### src/uncore_pkg.sv
package uncore_pkg;

  localparam int paddr_width   = 40;
  localparam int data_width    = 64;
  localparam int lce_id_width  = 2;
  localparam int num_req       = 3;
  localparam int num_dst       = 5;
  localparam int num_local     = 3;
  localparam int hio_width     = 4;
  localparam int dev_width     = 4;
  localparam int dev_lsb       = 20;
  localparam int offset_width  = 16;
  localparam int req_idx_width = $clog2(num_req);
  localparam int dst_idx_width = $clog2(num_dst);

  // Addresses below this are local devices
  localparam logic [paddr_width-1:0] local_limit = 40'h00_5000_0000;

  localparam logic [dev_width-1:0] boot_dev  = 4'd0;
  localparam logic [dev_width-1:0] host_dev  = 4'd1;
  localparam logic [dev_width-1:0] cfg_dev   = 4'd2;
  localparam logic [dev_width-1:0] clint_dev = 4'd3;
  localparam logic [dev_width-1:0] cache_dev = 4'd4;

  // Switch destinations, a higher index wins on the response side
  localparam int dst_cfg   = 0;
  localparam int dst_clint = 1;
  localparam int dst_io    = 2;
  localparam int dst_mem   = 3;
  localparam int dst_loop  = 4;

  // Slots of the local slaves on the switch
  localparam int local_cfg   = 0;
  localparam int local_clint = 1;
  localparam int local_loop  = 2;

  localparam logic [offset_width-1:0] cfg_freeze_offset     = 16'h0000;
  localparam logic [offset_width-1:0] cfg_npc_offset        = 16'h0008;
  localparam logic [offset_width-1:0] clint_msip_offset     = 16'h0000;
  localparam logic [offset_width-1:0] clint_mtimecmp_offset = 16'h4000;
  localparam logic [offset_width-1:0] clint_mtime_offset    = 16'hbff8;

  localparam logic [data_width-1:0] boot_npc = 64'h0000_0000_8000_0000;

endpackage

### src/msg_pkg.sv
package msg_pkg;

  import uncore_pkg::*;

  typedef enum logic [0:0]
  {
    e_mem_rd = 1'b0,
    e_mem_wr = 1'b1
  } mem_op_e;

  // Size is log2 of the access width in bytes
  typedef struct packed
  {
    mem_op_e                 op;
    logic [paddr_width-1:0]  addr;
    logic [2:0]              size;
    logic [lce_id_width-1:0] lce_id;
  } mem_header_t;

  typedef struct packed
  {
    mem_header_t             header;
    logic [data_width-1:0]   data;
  } mem_msg_t;

endpackage

### src/cfg_regs.sv
module cfg_regs
  import uncore_pkg::*;
  import msg_pkg::*;
(
  input  logic     clk_i,
  input  logic     arst_n_i,
  input  mem_msg_t cmd_i,
  input  logic     cmd_v_i,
  output logic     cmd_ready_o,
  output mem_msg_t resp_o,
  output logic     resp_v_o,
  input  logic     resp_yumi_i,
  output logic     freeze_o
);

  logic                    cmd_take;
  logic                    wr_en;
  logic [offset_width-1:0] reg_offset;
  logic [data_width-1:0]   rd_data;
  logic                    resp_v_r;
  mem_msg_t                resp_r;
  logic                    freeze_r;
  logic [data_width-1:0]   npc_r;

  assign cmd_ready_o = ~resp_v_r;
  assign cmd_take    = cmd_v_i & cmd_ready_o;
  assign wr_en       = cmd_take & (cmd_i.header.op == e_mem_wr);
  assign reg_offset  = cmd_i.header.addr[offset_width-1:0];

  always_comb
  begin
    case (reg_offset)
      cfg_freeze_offset: rd_data = {{(data_width-1){1'b0}}, freeze_r};
      cfg_npc_offset:    rd_data = npc_r;
      default:           rd_data = '0;
    endcase
  end

  always_ff @(posedge clk_i or negedge arst_n_i)
  begin
    if (!arst_n_i)
    begin
      resp_v_r <= 1'b0;
      freeze_r <= 1'b1;
      npc_r    <= boot_npc;
    end
    else
    begin
      if (cmd_take)
        resp_v_r <= 1'b1;
      else if (resp_yumi_i)
        resp_v_r <= 1'b0;
      if (wr_en && reg_offset == cfg_freeze_offset)
        freeze_r <= cmd_i.data[0];
      if (wr_en && reg_offset == cfg_npc_offset)
        npc_r <= cmd_i.data;
    end
  end

  always_ff @(posedge clk_i)
  begin
    if (cmd_take)
      resp_r <= '{header: cmd_i.header, data: wr_en ? '0 : rd_data};
  end

  assign resp_o   = resp_r;
  assign resp_v_o = resp_v_r;
  assign freeze_o = freeze_r;

endmodule

### src/clint_slice.sv
module clint_slice
  import uncore_pkg::*;
  import msg_pkg::*;
(
  input  logic     clk_i,
  input  logic     arst_n_i,
  input  mem_msg_t cmd_i,
  input  logic     cmd_v_i,
  output logic     cmd_ready_o,
  output mem_msg_t resp_o,
  output logic     resp_v_o,
  input  logic     resp_yumi_i,
  output logic     timer_irq_o,
  output logic     software_irq_o
);

  logic                    cmd_take;
  logic                    wr_en;
  logic [offset_width-1:0] reg_offset;
  logic [data_width-1:0]   rd_data;
  logic                    resp_v_r;
  mem_msg_t                resp_r;
  logic [data_width-1:0]   mtime_r;
  logic [data_width-1:0]   mtimecmp_r;
  logic                    msip_r;

  assign cmd_ready_o = ~resp_v_r;
  assign cmd_take    = cmd_v_i & cmd_ready_o;
  assign wr_en       = cmd_take & (cmd_i.header.op == e_mem_wr);
  assign reg_offset  = cmd_i.header.addr[offset_width-1:0];

  always_comb
  begin
    case (reg_offset)
      clint_msip_offset:     rd_data = {{(data_width-1){1'b0}}, msip_r};
      clint_mtimecmp_offset: rd_data = mtimecmp_r;
      clint_mtime_offset:    rd_data = mtime_r;
      default:               rd_data = '0;
    endcase
  end

  always_ff @(posedge clk_i or negedge arst_n_i)
  begin
    if (!arst_n_i)
    begin
      resp_v_r   <= 1'b0;
      mtime_r    <= '0;
      mtimecmp_r <= '1;
      msip_r     <= 1'b0;
    end
    else
    begin
      if (cmd_take)
        resp_v_r <= 1'b1;
      else if (resp_yumi_i)
        resp_v_r <= 1'b0;
      // A load of mtime replaces that cycle's tick
      if (wr_en && reg_offset == clint_mtime_offset)
        mtime_r <= cmd_i.data;
      else
        mtime_r <= mtime_r + 1'b1;
      if (wr_en && reg_offset == clint_mtimecmp_offset)
        mtimecmp_r <= cmd_i.data;
      if (wr_en && reg_offset == clint_msip_offset)
        msip_r <= cmd_i.data[0];
    end
  end

  always_ff @(posedge clk_i)
  begin
    if (cmd_take)
      resp_r <= '{header: cmd_i.header, data: wr_en ? '0 : rd_data};
  end

  assign resp_o         = resp_r;
  assign resp_v_o       = resp_v_r;
  assign timer_irq_o    = (mtime_r >= mtimecmp_r);
  assign software_irq_o = msip_r;

endmodule

### src/loopback.sv
module loopback
  import uncore_pkg::*;
  import msg_pkg::*;
(
  input  logic     clk_i,
  input  logic     arst_n_i,
  input  mem_msg_t cmd_i,
  input  logic     cmd_v_i,
  output logic     cmd_ready_o,
  output mem_msg_t resp_o,
  output logic     resp_v_o,
  input  logic     resp_yumi_i
);

  logic        cmd_take;
  logic        resp_v_r;
  mem_header_t hdr_r;

  assign cmd_ready_o = ~resp_v_r;
  assign cmd_take    = cmd_v_i & cmd_ready_o;

  always_ff @(posedge clk_i or negedge arst_n_i)
  begin
    if (!arst_n_i)
      resp_v_r <= 1'b0;
    else if (cmd_take)
      resp_v_r <= 1'b1;
    else if (resp_yumi_i)
      resp_v_r <= 1'b0;
  end

  always_ff @(posedge clk_i)
  begin
    if (cmd_take)
      hdr_r <= cmd_i.header;
  end

  // Unmapped space reads as zero
  assign resp_o   = '{header: hdr_r, data: {data_width{1'b0}}};
  assign resp_v_o = resp_v_r;

endmodule

### src/uncore_switch.sv
module uncore_switch
  import uncore_pkg::*;
  import msg_pkg::*;
(
  input  mem_msg_t [num_req-1:0]   proc_cmd_i,
  input  logic [num_req-1:0]       proc_cmd_v_i,
  output logic [num_req-1:0]       proc_cmd_yumi_o,
  output mem_msg_t [num_req-1:0]   proc_resp_o,
  output logic [num_req-1:0]       proc_resp_v_o,
  input  logic [num_req-1:0]       proc_resp_yumi_i,

  output mem_msg_t                 io_cmd_o,
  output logic                     io_cmd_v_o,
  input  logic                     io_cmd_ready_and_i,
  output mem_msg_t                 mem_cmd_o,
  output logic                     mem_cmd_v_o,
  input  logic                     mem_cmd_ready_and_i,
  input  mem_msg_t                 io_resp_i,
  input  logic                     io_resp_v_i,
  output logic                     io_resp_yumi_o,
  input  mem_msg_t                 mem_resp_i,
  input  logic                     mem_resp_v_i,
  output logic                     mem_resp_yumi_o,

  output mem_msg_t                 dev_cmd_o,
  output logic [num_local-1:0]     dev_cmd_v_o,
  input  logic [num_local-1:0]     dev_cmd_ready_i,
  input  mem_msg_t [num_local-1:0] dev_resp_i,
  input  logic [num_local-1:0]     dev_resp_v_i,
  output logic [num_local-1:0]     dev_resp_yumi_o
);

  logic [req_idx_width-1:0] cmd_idx;
  logic                     cmd_any;
  mem_msg_t                 cmd_sel;
  logic [paddr_width-1:0]   cmd_addr;
  logic [dev_width-1:0]     cmd_dev;
  logic [num_dst-1:0]       dst_sel;
  logic [num_dst-1:0]       dst_v;
  logic [num_dst-1:0]       dst_ready;
  logic                     cmd_fire;

  mem_msg_t [num_dst-1:0]   resp_src;
  logic [num_dst-1:0]       resp_v;
  logic [dst_idx_width-1:0] resp_idx;
  mem_msg_t                 resp_sel;
  logic                     resp_take;
  logic [num_dst-1:0]       resp_yumi;

  // Highest valid requester wins
  always_comb
  begin
    cmd_idx = '0;
    cmd_any = 1'b0;
    for (int i = 0; i < num_req; i++)
    begin
      if (proc_cmd_v_i[i])
      begin
        cmd_idx = req_idx_width'(i);
        cmd_any = 1'b1;
      end
    end
  end

  assign cmd_sel  = proc_cmd_i[cmd_idx];
  assign cmd_addr = cmd_sel.header.addr;
  assign cmd_dev  = cmd_addr[dev_lsb +: dev_width];

  always_comb
  begin
    dst_sel = '0;
    if (|cmd_addr[paddr_width-1 -: hio_width])
      dst_sel[dst_io] = 1'b1;
    else if (cmd_addr >= local_limit)
      dst_sel[dst_mem] = 1'b1;
    else
    begin
      case (cmd_dev)
        cfg_dev:            dst_sel[dst_cfg]   = 1'b1;
        clint_dev:          dst_sel[dst_clint] = 1'b1;
        boot_dev, host_dev: dst_sel[dst_io]    = 1'b1;
        cache_dev:          dst_sel[dst_mem]   = 1'b1;
        default:            dst_sel[dst_loop]  = 1'b1;
      endcase
    end
  end

  assign dst_ready[dst_cfg]   = dev_cmd_ready_i[local_cfg];
  assign dst_ready[dst_clint] = dev_cmd_ready_i[local_clint];
  assign dst_ready[dst_io]    = io_cmd_ready_and_i;
  assign dst_ready[dst_mem]   = mem_cmd_ready_and_i;
  assign dst_ready[dst_loop]  = dev_cmd_ready_i[local_loop];

  assign dst_v    = dst_sel & {num_dst{cmd_any}};
  assign cmd_fire = |(dst_v & dst_ready);

  always_comb
  begin
    proc_cmd_yumi_o          = '0;
    proc_cmd_yumi_o[cmd_idx] = cmd_fire;
  end

  // One command bus fans out, the valids pick the taker
  assign io_cmd_o   = cmd_sel;
  assign mem_cmd_o  = cmd_sel;
  assign dev_cmd_o  = cmd_sel;
  assign io_cmd_v_o  = dst_v[dst_io];
  assign mem_cmd_v_o = dst_v[dst_mem];
  assign dev_cmd_v_o[local_cfg]   = dst_v[dst_cfg];
  assign dev_cmd_v_o[local_clint] = dst_v[dst_clint];
  assign dev_cmd_v_o[local_loop]  = dst_v[dst_loop];

  assign resp_src[dst_cfg]   = dev_resp_i[local_cfg];
  assign resp_src[dst_clint] = dev_resp_i[local_clint];
  assign resp_src[dst_io]    = io_resp_i;
  assign resp_src[dst_mem]   = mem_resp_i;
  assign resp_src[dst_loop]  = dev_resp_i[local_loop];

  assign resp_v[dst_cfg]   = dev_resp_v_i[local_cfg];
  assign resp_v[dst_clint] = dev_resp_v_i[local_clint];
  assign resp_v[dst_io]    = io_resp_v_i;
  assign resp_v[dst_mem]   = mem_resp_v_i;
  assign resp_v[dst_loop]  = dev_resp_v_i[local_loop];

  // Loopback first, cfg last
  always_comb
  begin
    resp_idx = '0;
    for (int d = 0; d < num_dst; d++)
    begin
      if (resp_v[d])
        resp_idx = dst_idx_width'(d);
    end
  end

  assign resp_sel = resp_src[resp_idx];

  // Steer by lce_id
  always_comb
  begin
    for (int i = 0; i < num_req; i++)
    begin
      proc_resp_o[i]   = resp_sel;
      proc_resp_v_o[i] = (|resp_v) && (resp_sel.header.lce_id == lce_id_width'(i));
    end
  end

  // An lce_id with no requester is never taken
  assign resp_take = |(proc_resp_v_o & proc_resp_yumi_i);

  always_comb
  begin
    resp_yumi           = '0;
    resp_yumi[resp_idx] = resp_take;
  end

  assign io_resp_yumi_o  = resp_yumi[dst_io];
  assign mem_resp_yumi_o = resp_yumi[dst_mem];
  assign dev_resp_yumi_o[local_cfg]   = resp_yumi[dst_cfg];
  assign dev_resp_yumi_o[local_clint] = resp_yumi[dst_clint];
  assign dev_resp_yumi_o[local_loop]  = resp_yumi[dst_loop];

endmodule

### src/uncore_top.sv
module uncore_top
  import uncore_pkg::*;
  import msg_pkg::*;
(
  input  logic                   clk_i,
  input  logic                   arst_n_i,

  input  mem_msg_t [num_req-1:0] proc_cmd_i,
  input  logic [num_req-1:0]     proc_cmd_v_i,
  output logic [num_req-1:0]     proc_cmd_yumi_o,
  output mem_msg_t [num_req-1:0] proc_resp_o,
  output logic [num_req-1:0]     proc_resp_v_o,
  input  logic [num_req-1:0]     proc_resp_yumi_i,

  output mem_msg_t               io_cmd_o,
  output logic                   io_cmd_v_o,
  input  logic                   io_cmd_ready_and_i,
  input  mem_msg_t               io_resp_i,
  input  logic                   io_resp_v_i,
  output logic                   io_resp_yumi_o,

  output mem_msg_t               mem_cmd_o,
  output logic                   mem_cmd_v_o,
  input  logic                   mem_cmd_ready_and_i,
  input  mem_msg_t               mem_resp_i,
  input  logic                   mem_resp_v_i,
  output logic                   mem_resp_yumi_o,

  output logic                   freeze_o,
  output logic                   timer_irq_o,
  output logic                   software_irq_o
);

  mem_msg_t                 dev_cmd;
  logic [num_local-1:0]     dev_cmd_v;
  logic [num_local-1:0]     dev_cmd_ready;
  mem_msg_t [num_local-1:0] dev_resp;
  logic [num_local-1:0]     dev_resp_v;
  logic [num_local-1:0]     dev_resp_yumi;

  uncore_switch sw
  (
    .proc_cmd_i          (proc_cmd_i),
    .proc_cmd_v_i        (proc_cmd_v_i),
    .proc_cmd_yumi_o     (proc_cmd_yumi_o),
    .proc_resp_o         (proc_resp_o),
    .proc_resp_v_o       (proc_resp_v_o),
    .proc_resp_yumi_i    (proc_resp_yumi_i),
    .io_cmd_o            (io_cmd_o),
    .io_cmd_v_o          (io_cmd_v_o),
    .io_cmd_ready_and_i  (io_cmd_ready_and_i),
    .mem_cmd_o           (mem_cmd_o),
    .mem_cmd_v_o         (mem_cmd_v_o),
    .mem_cmd_ready_and_i (mem_cmd_ready_and_i),
    .io_resp_i           (io_resp_i),
    .io_resp_v_i         (io_resp_v_i),
    .io_resp_yumi_o      (io_resp_yumi_o),
    .mem_resp_i          (mem_resp_i),
    .mem_resp_v_i        (mem_resp_v_i),
    .mem_resp_yumi_o     (mem_resp_yumi_o),
    .dev_cmd_o           (dev_cmd),
    .dev_cmd_v_o         (dev_cmd_v),
    .dev_cmd_ready_i     (dev_cmd_ready),
    .dev_resp_i          (dev_resp),
    .dev_resp_v_i        (dev_resp_v),
    .dev_resp_yumi_o     (dev_resp_yumi)
  );

  cfg_regs cfg
  (
    .clk_i       (clk_i),
    .arst_n_i    (arst_n_i),
    .cmd_i       (dev_cmd),
    .cmd_v_i     (dev_cmd_v[local_cfg]),
    .cmd_ready_o (dev_cmd_ready[local_cfg]),
    .resp_o      (dev_resp[local_cfg]),
    .resp_v_o    (dev_resp_v[local_cfg]),
    .resp_yumi_i (dev_resp_yumi[local_cfg]),
    .freeze_o    (freeze_o)
  );

  clint_slice clint
  (
    .clk_i          (clk_i),
    .arst_n_i       (arst_n_i),
    .cmd_i          (dev_cmd),
    .cmd_v_i        (dev_cmd_v[local_clint]),
    .cmd_ready_o    (dev_cmd_ready[local_clint]),
    .resp_o         (dev_resp[local_clint]),
    .resp_v_o       (dev_resp_v[local_clint]),
    .resp_yumi_i    (dev_resp_yumi[local_clint]),
    .timer_irq_o    (timer_irq_o),
    .software_irq_o (software_irq_o)
  );

  loopback lpbk
  (
    .clk_i       (clk_i),
    .arst_n_i    (arst_n_i),
    .cmd_i       (dev_cmd),
    .cmd_v_i     (dev_cmd_v[local_loop]),
    .cmd_ready_o (dev_cmd_ready[local_loop]),
    .resp_o      (dev_resp[local_loop]),
    .resp_v_o    (dev_resp_v[local_loop]),
    .resp_yumi_i (dev_resp_yumi[local_loop])
  );

endmodule
### config.mk
export PLATFORM = sky130hd
export DESIGN_NAME = uncore_top
export DESIGN_NICKNAME = d
export VERILOG_FILES = /design/src/uncore_pkg.sv /design/src/msg_pkg.sv /design/src/cfg_regs.sv /design/src/clint_slice.sv /design/src/loopback.sv /design/src/uncore_switch.sv /design/src/uncore_top.sv
export SDC_FILE = /design/constraint.sdc
export NUM_CORES = 1
export LEC_CHECK = 0
export BUFFER_PORTS_ARGS = -buffer_cell sky130_fd_sc_hd__buf_2
export CORE_AREA = 2 2 432 434
export DETAILED_ROUTE_END_ITERATION = 7
export DIE_AREA = 0 0 434 436
export GPL_TIMING_DRIVEN = 0
export SLEW_MARGIN = 10
export SYNTH_ARGS = -nofsm -noshare
export SYNTH_HDL_FRONTEND = slang
export SYNTH_HIERARCHICAL = 1
export SYNTH_SLANG_ARGS = --single-unit
### constraint.sdc
create_clock -name clk_i -period 8.95 [get_ports clk_i]
set_input_delay 0.4475 -clock clk_i [delete_from_list [all_inputs] [get_ports clk_i]]
set_output_delay 0.4475 -clock clk_i [all_outputs]
set_load 0.01 [all_outputs]
; Yosys cells after proc, flatten, opt, wreduce, memory -nomap -nowiden
; Cells that the tools add are included.
; W data, S select, Z words.
[classes]
n_reduce_logical = 22
order_cmp = 6
muxes = 37
add_sub_neg = 1
bitwise_logic = 13
n_eq_ne = 9
[op_table]
columns = cell, n
row1 = $bmux W110 S3, 1
row2 = $bmux W110 S2, 1
row3 = $mux W110, 2
row4 = $pmux W64 S3, 1
row5 = $pmux W64 S2, 1
row6 = $add A64 B1 Y64 const B, 1
row7 = $ge A64 B64 Y1, 1
row8 = $mux W64, 1
row9 = $ge A40 B31 Y1 const B, 1
row10 = $mux W1, 21
row11 = $eq A16 B15 Y1 const B, 1
row12 = $eq A16 B16 Y1 const B, 1
row13 = $eq A16 B4 Y1 const B, 1
row14 = $logic_not A16 Y1, 1
row15 = $and A5 B5 Y5, 3
row16 = $reduce_or A5 Y1, 3
row17 = $logic_and A1 B1 Y1, 10
row18 = $mux W2, 5
row19 = $eq A4 B2 Y1 const B, 2
row20 = $and A3 B3 Y3, 2
row21 = $mux W3, 2
row22 = $reduce_bool A2 Y1, 3
row23 = $and A1 B1 Y1, 5
row24 = $eq A4 B1 Y1 const B, 1
row25 = other kinds (15), 17
[totals]
wordCells = 110
output_inout_bits = 563
register_bits = 463
input_bits = 562

; Logic depth before layout (Yosys ltp)
[logic_depth]
ltp_word = 14
depth_mapped = 17
mapped_depth_nobuf = 11

; By module
; The synthesis kept the hierarchy.
[modules_own_cells]
columns = mod, area_per_inst_um2, instances, seq_area_each_um2, cells_per_inst
row1 = clint_slice, 11911.4, 1, 6636.4, 1047
row2 = uncore_switch, 10336.2, 1, 0.0, 1599
row3 = cfg_regs, 6327.3, 1, 4957.3, 331
row4 = loopback, 1910.6, 1, 1406.3, 115

; Worst setup path after synthesis
; No wires, ideal clock.
[synth_timing]
path_kind = input -> register
startpoint = input proc_cmd_v_i[1]
endpoint = register clint.mtime_r[56]
arrival_time_ps = 8487
path_slack_ps = 389
n_path_buf = 5
stages = 16
required_time_ps = 8876
setup_ps = 74
path_cell_list = buf_6 > buf_8 > mux2i_1 > o21ai_1 > or4_4 > nor4_2 > nand3_1 > nor2b_1 > nor2b_1 > and2_1 > and2_1 > buf_2 > buf_2 > clkbuf_1 > nand2_1 > o21ai_2
[synth_rtl]
columns = item, line_no
row1 = start: declaration, uncore_top.sv:9  ; input logic [num_req-1:0] proc_cmd_v_i,
row2 = end signal: assignment, clint_slice.sv:59  ; mtime_r <= cmd_i.data;
row3 = end signal: assignment, clint_slice.sv:61  ; mtime_r <= mtime_r + 1'b1;
row4 = end: declaration, clint_slice.sv:23  ; logic [data_width-1:0] mtime_r;

==> impl_metrics.csv <==
group,metric,value,unit
synthesis,synth_area,30500,µm²
synthesis,synth_top_cell_by_area,"edfxtp_1",
global_route,grt_pass1_vias,27000,
finish,seq_area,13000,µm²
synthesis,async_flop_share,42.5,%
sta,final_hold_viol_count,0,
setup_path,slowest_delay,0.95,ns
pwr,p_leak,19.1,nW
detailed_routing,dr.first_iter.drc_count,2107,
pwr,p_total,0.00776,W
setup_path,crit_path_end_kind,"register",
finish,final_util,22.8,%
finish,fin_nets,5007,
clock_tree,cts_tree,"built",
detailed_routing,wl_per_cell,23.9,µm
detailed_routing,drtAntennaViolNets,0,
sta,fin_hold_ws,0.169,ns
setup_path,startpoint_type,"input pin",
floorplanning,die_height,436,µm
sta,rsz0062_at_grt,"no",
synthesis,synth-seq-cells,463,
global_route,grt_start_max_net_pins,100,
synthesis,avgSynthCellArea,9.86,µm²
synthesis,ys.flop_type,"edfxtp_1",
detailed_routing,viasPerCell,4.01,
global_route,grt_overflow,0,
synthesis,synth.most_common_cell,"buf_4",
hold_path,hold_class,"input pin to async pin",
setup_path,path_delay_family,"buffers and inverters",
floorplanning,io_pins,1125,
global_route,antenna_found_initial,41,
sta,clock.fmax,145,MHz
synthesis,seq_area_frac_synth,42.6,%
synthesis,synthCells,3092,
setup_path,path_cells,"buf_2 > clkbuf_1 > buf_2 > clkbuf_2 > clkbuf_2 > buf_16 > buf_1 > nand2_1 > o21ai_0 > and4_1 > nand3_1 > nor4_2 > clkbuf_1 > buf_1 > a22oi_1 > nor2_1",
floorplanning,start_util,16.5,%
pwr,p_per_area,185,nW/µm²
global_route,track_usage,16.7,%
synthesis,yosysUniqueCellTypes,69,
sta,slew_violations,0,
placed_design,port-buffer-count,1123,
run_status,status,"finished, final reports clean",
setup_path,worstPathBufferInverterCount,9,
floorplanning,coreArea,185000,µm²
setup_path,slowest_stage,"clkbuf_1",
synthesis,synth_area_leaders,"edfxtp_1, buf_4, mux2i_1",
global_route,grt_first_pass_wirelength,219,mm
clock_tree,clk_pin_slew_worst_paths,0.06,ns
run,drv_cap,0,
setup_path,crit_required,9.43,ns
placed_design,finalWeightedCongestion,0.947,
finish,final_cell_area,42000,µm²
clock_tree,cts_root_buffer,"clkbuf_16",
setup_path,path_max_fanout,10,
detailed_routing,firstDrtPassIters,6,
finish,nFillCells,20300,
synthesis,yosys-top-cells-count,"buf_4, nand2_1, o21ai_0",
placed_design,dp_hpwl,140,mm
synthesis,ys_warn_count,6,
sta,post-route-min-period,6.90,ns
clock_tree,cts_made_buffers,54,
clock_tree,clock_latency,0.67,ns
finish,final_cells,6928,
floorplanning,fp-row-count,158,
pwr,vdd_drop_max,0.126,mV
setup_path,critPathKind,"input pin to register",
setup_path,critPathArrivalTime,7.38,ns
finish,drive_above_1_share,46.4,%
sta,relSlewSlack,4.02,%
floorplanning,die_x,434,µm
finish,multi_input_area,12900,µm²
detailed_routing,wl,166,mm
placed_design,dpl_cell_area,40200,µm²
sta,setup_viol,0,
clock_tree,cts.path.max_buffers,3,
sta,fin_skew,0.0411,ns
floorplanning,design.die.area,189000,µm²
synthesis,synth-edff-count,266,
synthesis,synth_top_area_share,26.2,%
detailed_routing,num_vias,27800,
sta,tightest_slew,1.42,ns
clock_tree,cts_sinks,463,
detailed_routing,drc,0,
clock_tree,cts-htree-levels,2,
placed_design,place_inst,6803,
sta,period_share,77.1,%
finish,area_growth,37.9,%
-- metal layers --
layer  GRT usage (%)  part of all wire, %  up-vias
li1                -                    -    12800
met1            19.5                   39    13700
met2            29.8                   51     1084
met3            3.21                  6.6      201
met4            6.69                  4.1       14
met5               0                0.066        -
-- through the flow --
step	TNS [ns]	setup WS, ns
after floorplan	0	0.389
after global placement	-2465.53	-8.04
after detailed placement	0	0.796
after CTS	0	1.48
after global routing	0	1.74
final	0	2.05
-- flip-flops by register name, summed over array words and instances (netlist names), 46 cells and up --
signal,flops
cfg/resp_o,110
clint/resp_o,110
clint/mtime_r,64
lpbk/resp_o,46
cfg/npc_r,64
clint/mtimecmp_r,64
-- cells by family after synthesis --
| logic type | count (synthesis) | synth area share, % |
|---|---|---|
| xor gates and xnor gates | 62 | 1.78 |
| other | 1 | 0.0123 |
| adders and majority gates | 65 | 2.67 |
| muxes | 467 | 16.0 |
| buffers and inverters | 765 | 16.0 |
| and+or+nand+nor | 741 | 11.3 |
| DFF | 463 | 42.6 |
| AOI/OAI and AO/OA | 528 | 9.55 |
-- timing repair --
item / 4_1_cts / 5_1_grt
hold buffers: 1 / 0
setup buffers: 0 / 0
endpoints found under the hold margin: 131 / 0
gates resized for setup: 0 / 0
-- cell usage in the layout, fill, tap and decap left out, types with 16 or more instances in the layout --
| master | netlist | final |
|---|---|---|
| dfrtp_1 | 131 | 131 |
| diode_2 | 0 | 23 |
| mux2_2 | 130 | 130 |
| clkbuf_16 | 0 | 54 |
| buf_1 | 31 | 31 |
| dfstp_2 | 66 | 66 |
| o21ai_0 | 344 | 293 |
| nor2_1 | 92 | 92 |
| xor2_1 | 19 | 19 |
| nand3_1 | 32 | 32 |
| buf_4 | 504 | 527 |
| clkinv_2 | 0 | 16 |
| buf_2 | 22 | 1144 |
| a21oi_1 | 34 | 34 |
| nand2_1 | 437 | 437 |
| nand4_1 | 20 | 20 |
| ha_1 | 65 | 65 |
| edfxtp_1 | 266 | 266 |
| and2_1 | 66 | 66 |
| clkbuf_1 | 106 | 103 |
| a22oi_1 | 63 | 63 |
| nor4_1 | 24 | 23 |
| xnor2_1 | 43 | 43 |
| conb_1 | 1 | 64 |
| inv_1 | 91 | 91 |
| mux2i_1 | 330 | 329 |
| o21ai_1 | 52 | 95 |
-- area by class of cell --
cell class | count | share of cell area (%)
multi-input cells | 1927 | 30.7
clock inverters | 41 | 0.961
diodes | 23 | 0.137
repair buffers | 1169 | 15.0
well taps | 2480 | 7.38
plain buffers | 673 | 10.8
inverters | 92 | 0.821
flip-flops and latches | 463 | 30.9
clock buffers | 60 | 3.31
-- final timing paths --
| kind | from | to | slack, ns | depth (start not counted) |
|---|---|---|---|---|
| worst max-delay path | proc_cmd_v_i[2] | clint/resp_o[62]$_SDFFCE_PP0P_ | 2.05 | 16 |
| worst min-delay path | arst_n_i | cfg/npc_r[29]$_DFFE_PN0P_ | 0.17 | 2 |
| worst max register to register | lpbk/resp_v_o$_DFFE_PN0P_ | lpbk/resp_v_o$_DFFE_PN0P_ | 4.90 | 7 |
| worst min register to register | cfg/npc_r[24]$_DFFE_PN0P_ | cfg/npc_r[24]$_DFFE_PN0P_ | 0.50 | 1 |
| max in group asynchronous | arst_n_i | cfg/npc_r[1]$_DFFE_PN0P_ | 7.98 | 3 |
| min in group clk_i | proc_cmd_i[318] | cfg/resp_o[98]$_DFFE_PN_ | 0.25 | 3 |
-- power breakdown --
group,internal [W],switching [W],total [W]
Combinational,0.00128,0.00194,0.00322
Sequential,0.00227,0.00000907,0.00228
Clock,0.00126,0.00101,0.00227
Total,0.00481,0.00295,0.00776
Power figures use the tool's default switching activity.
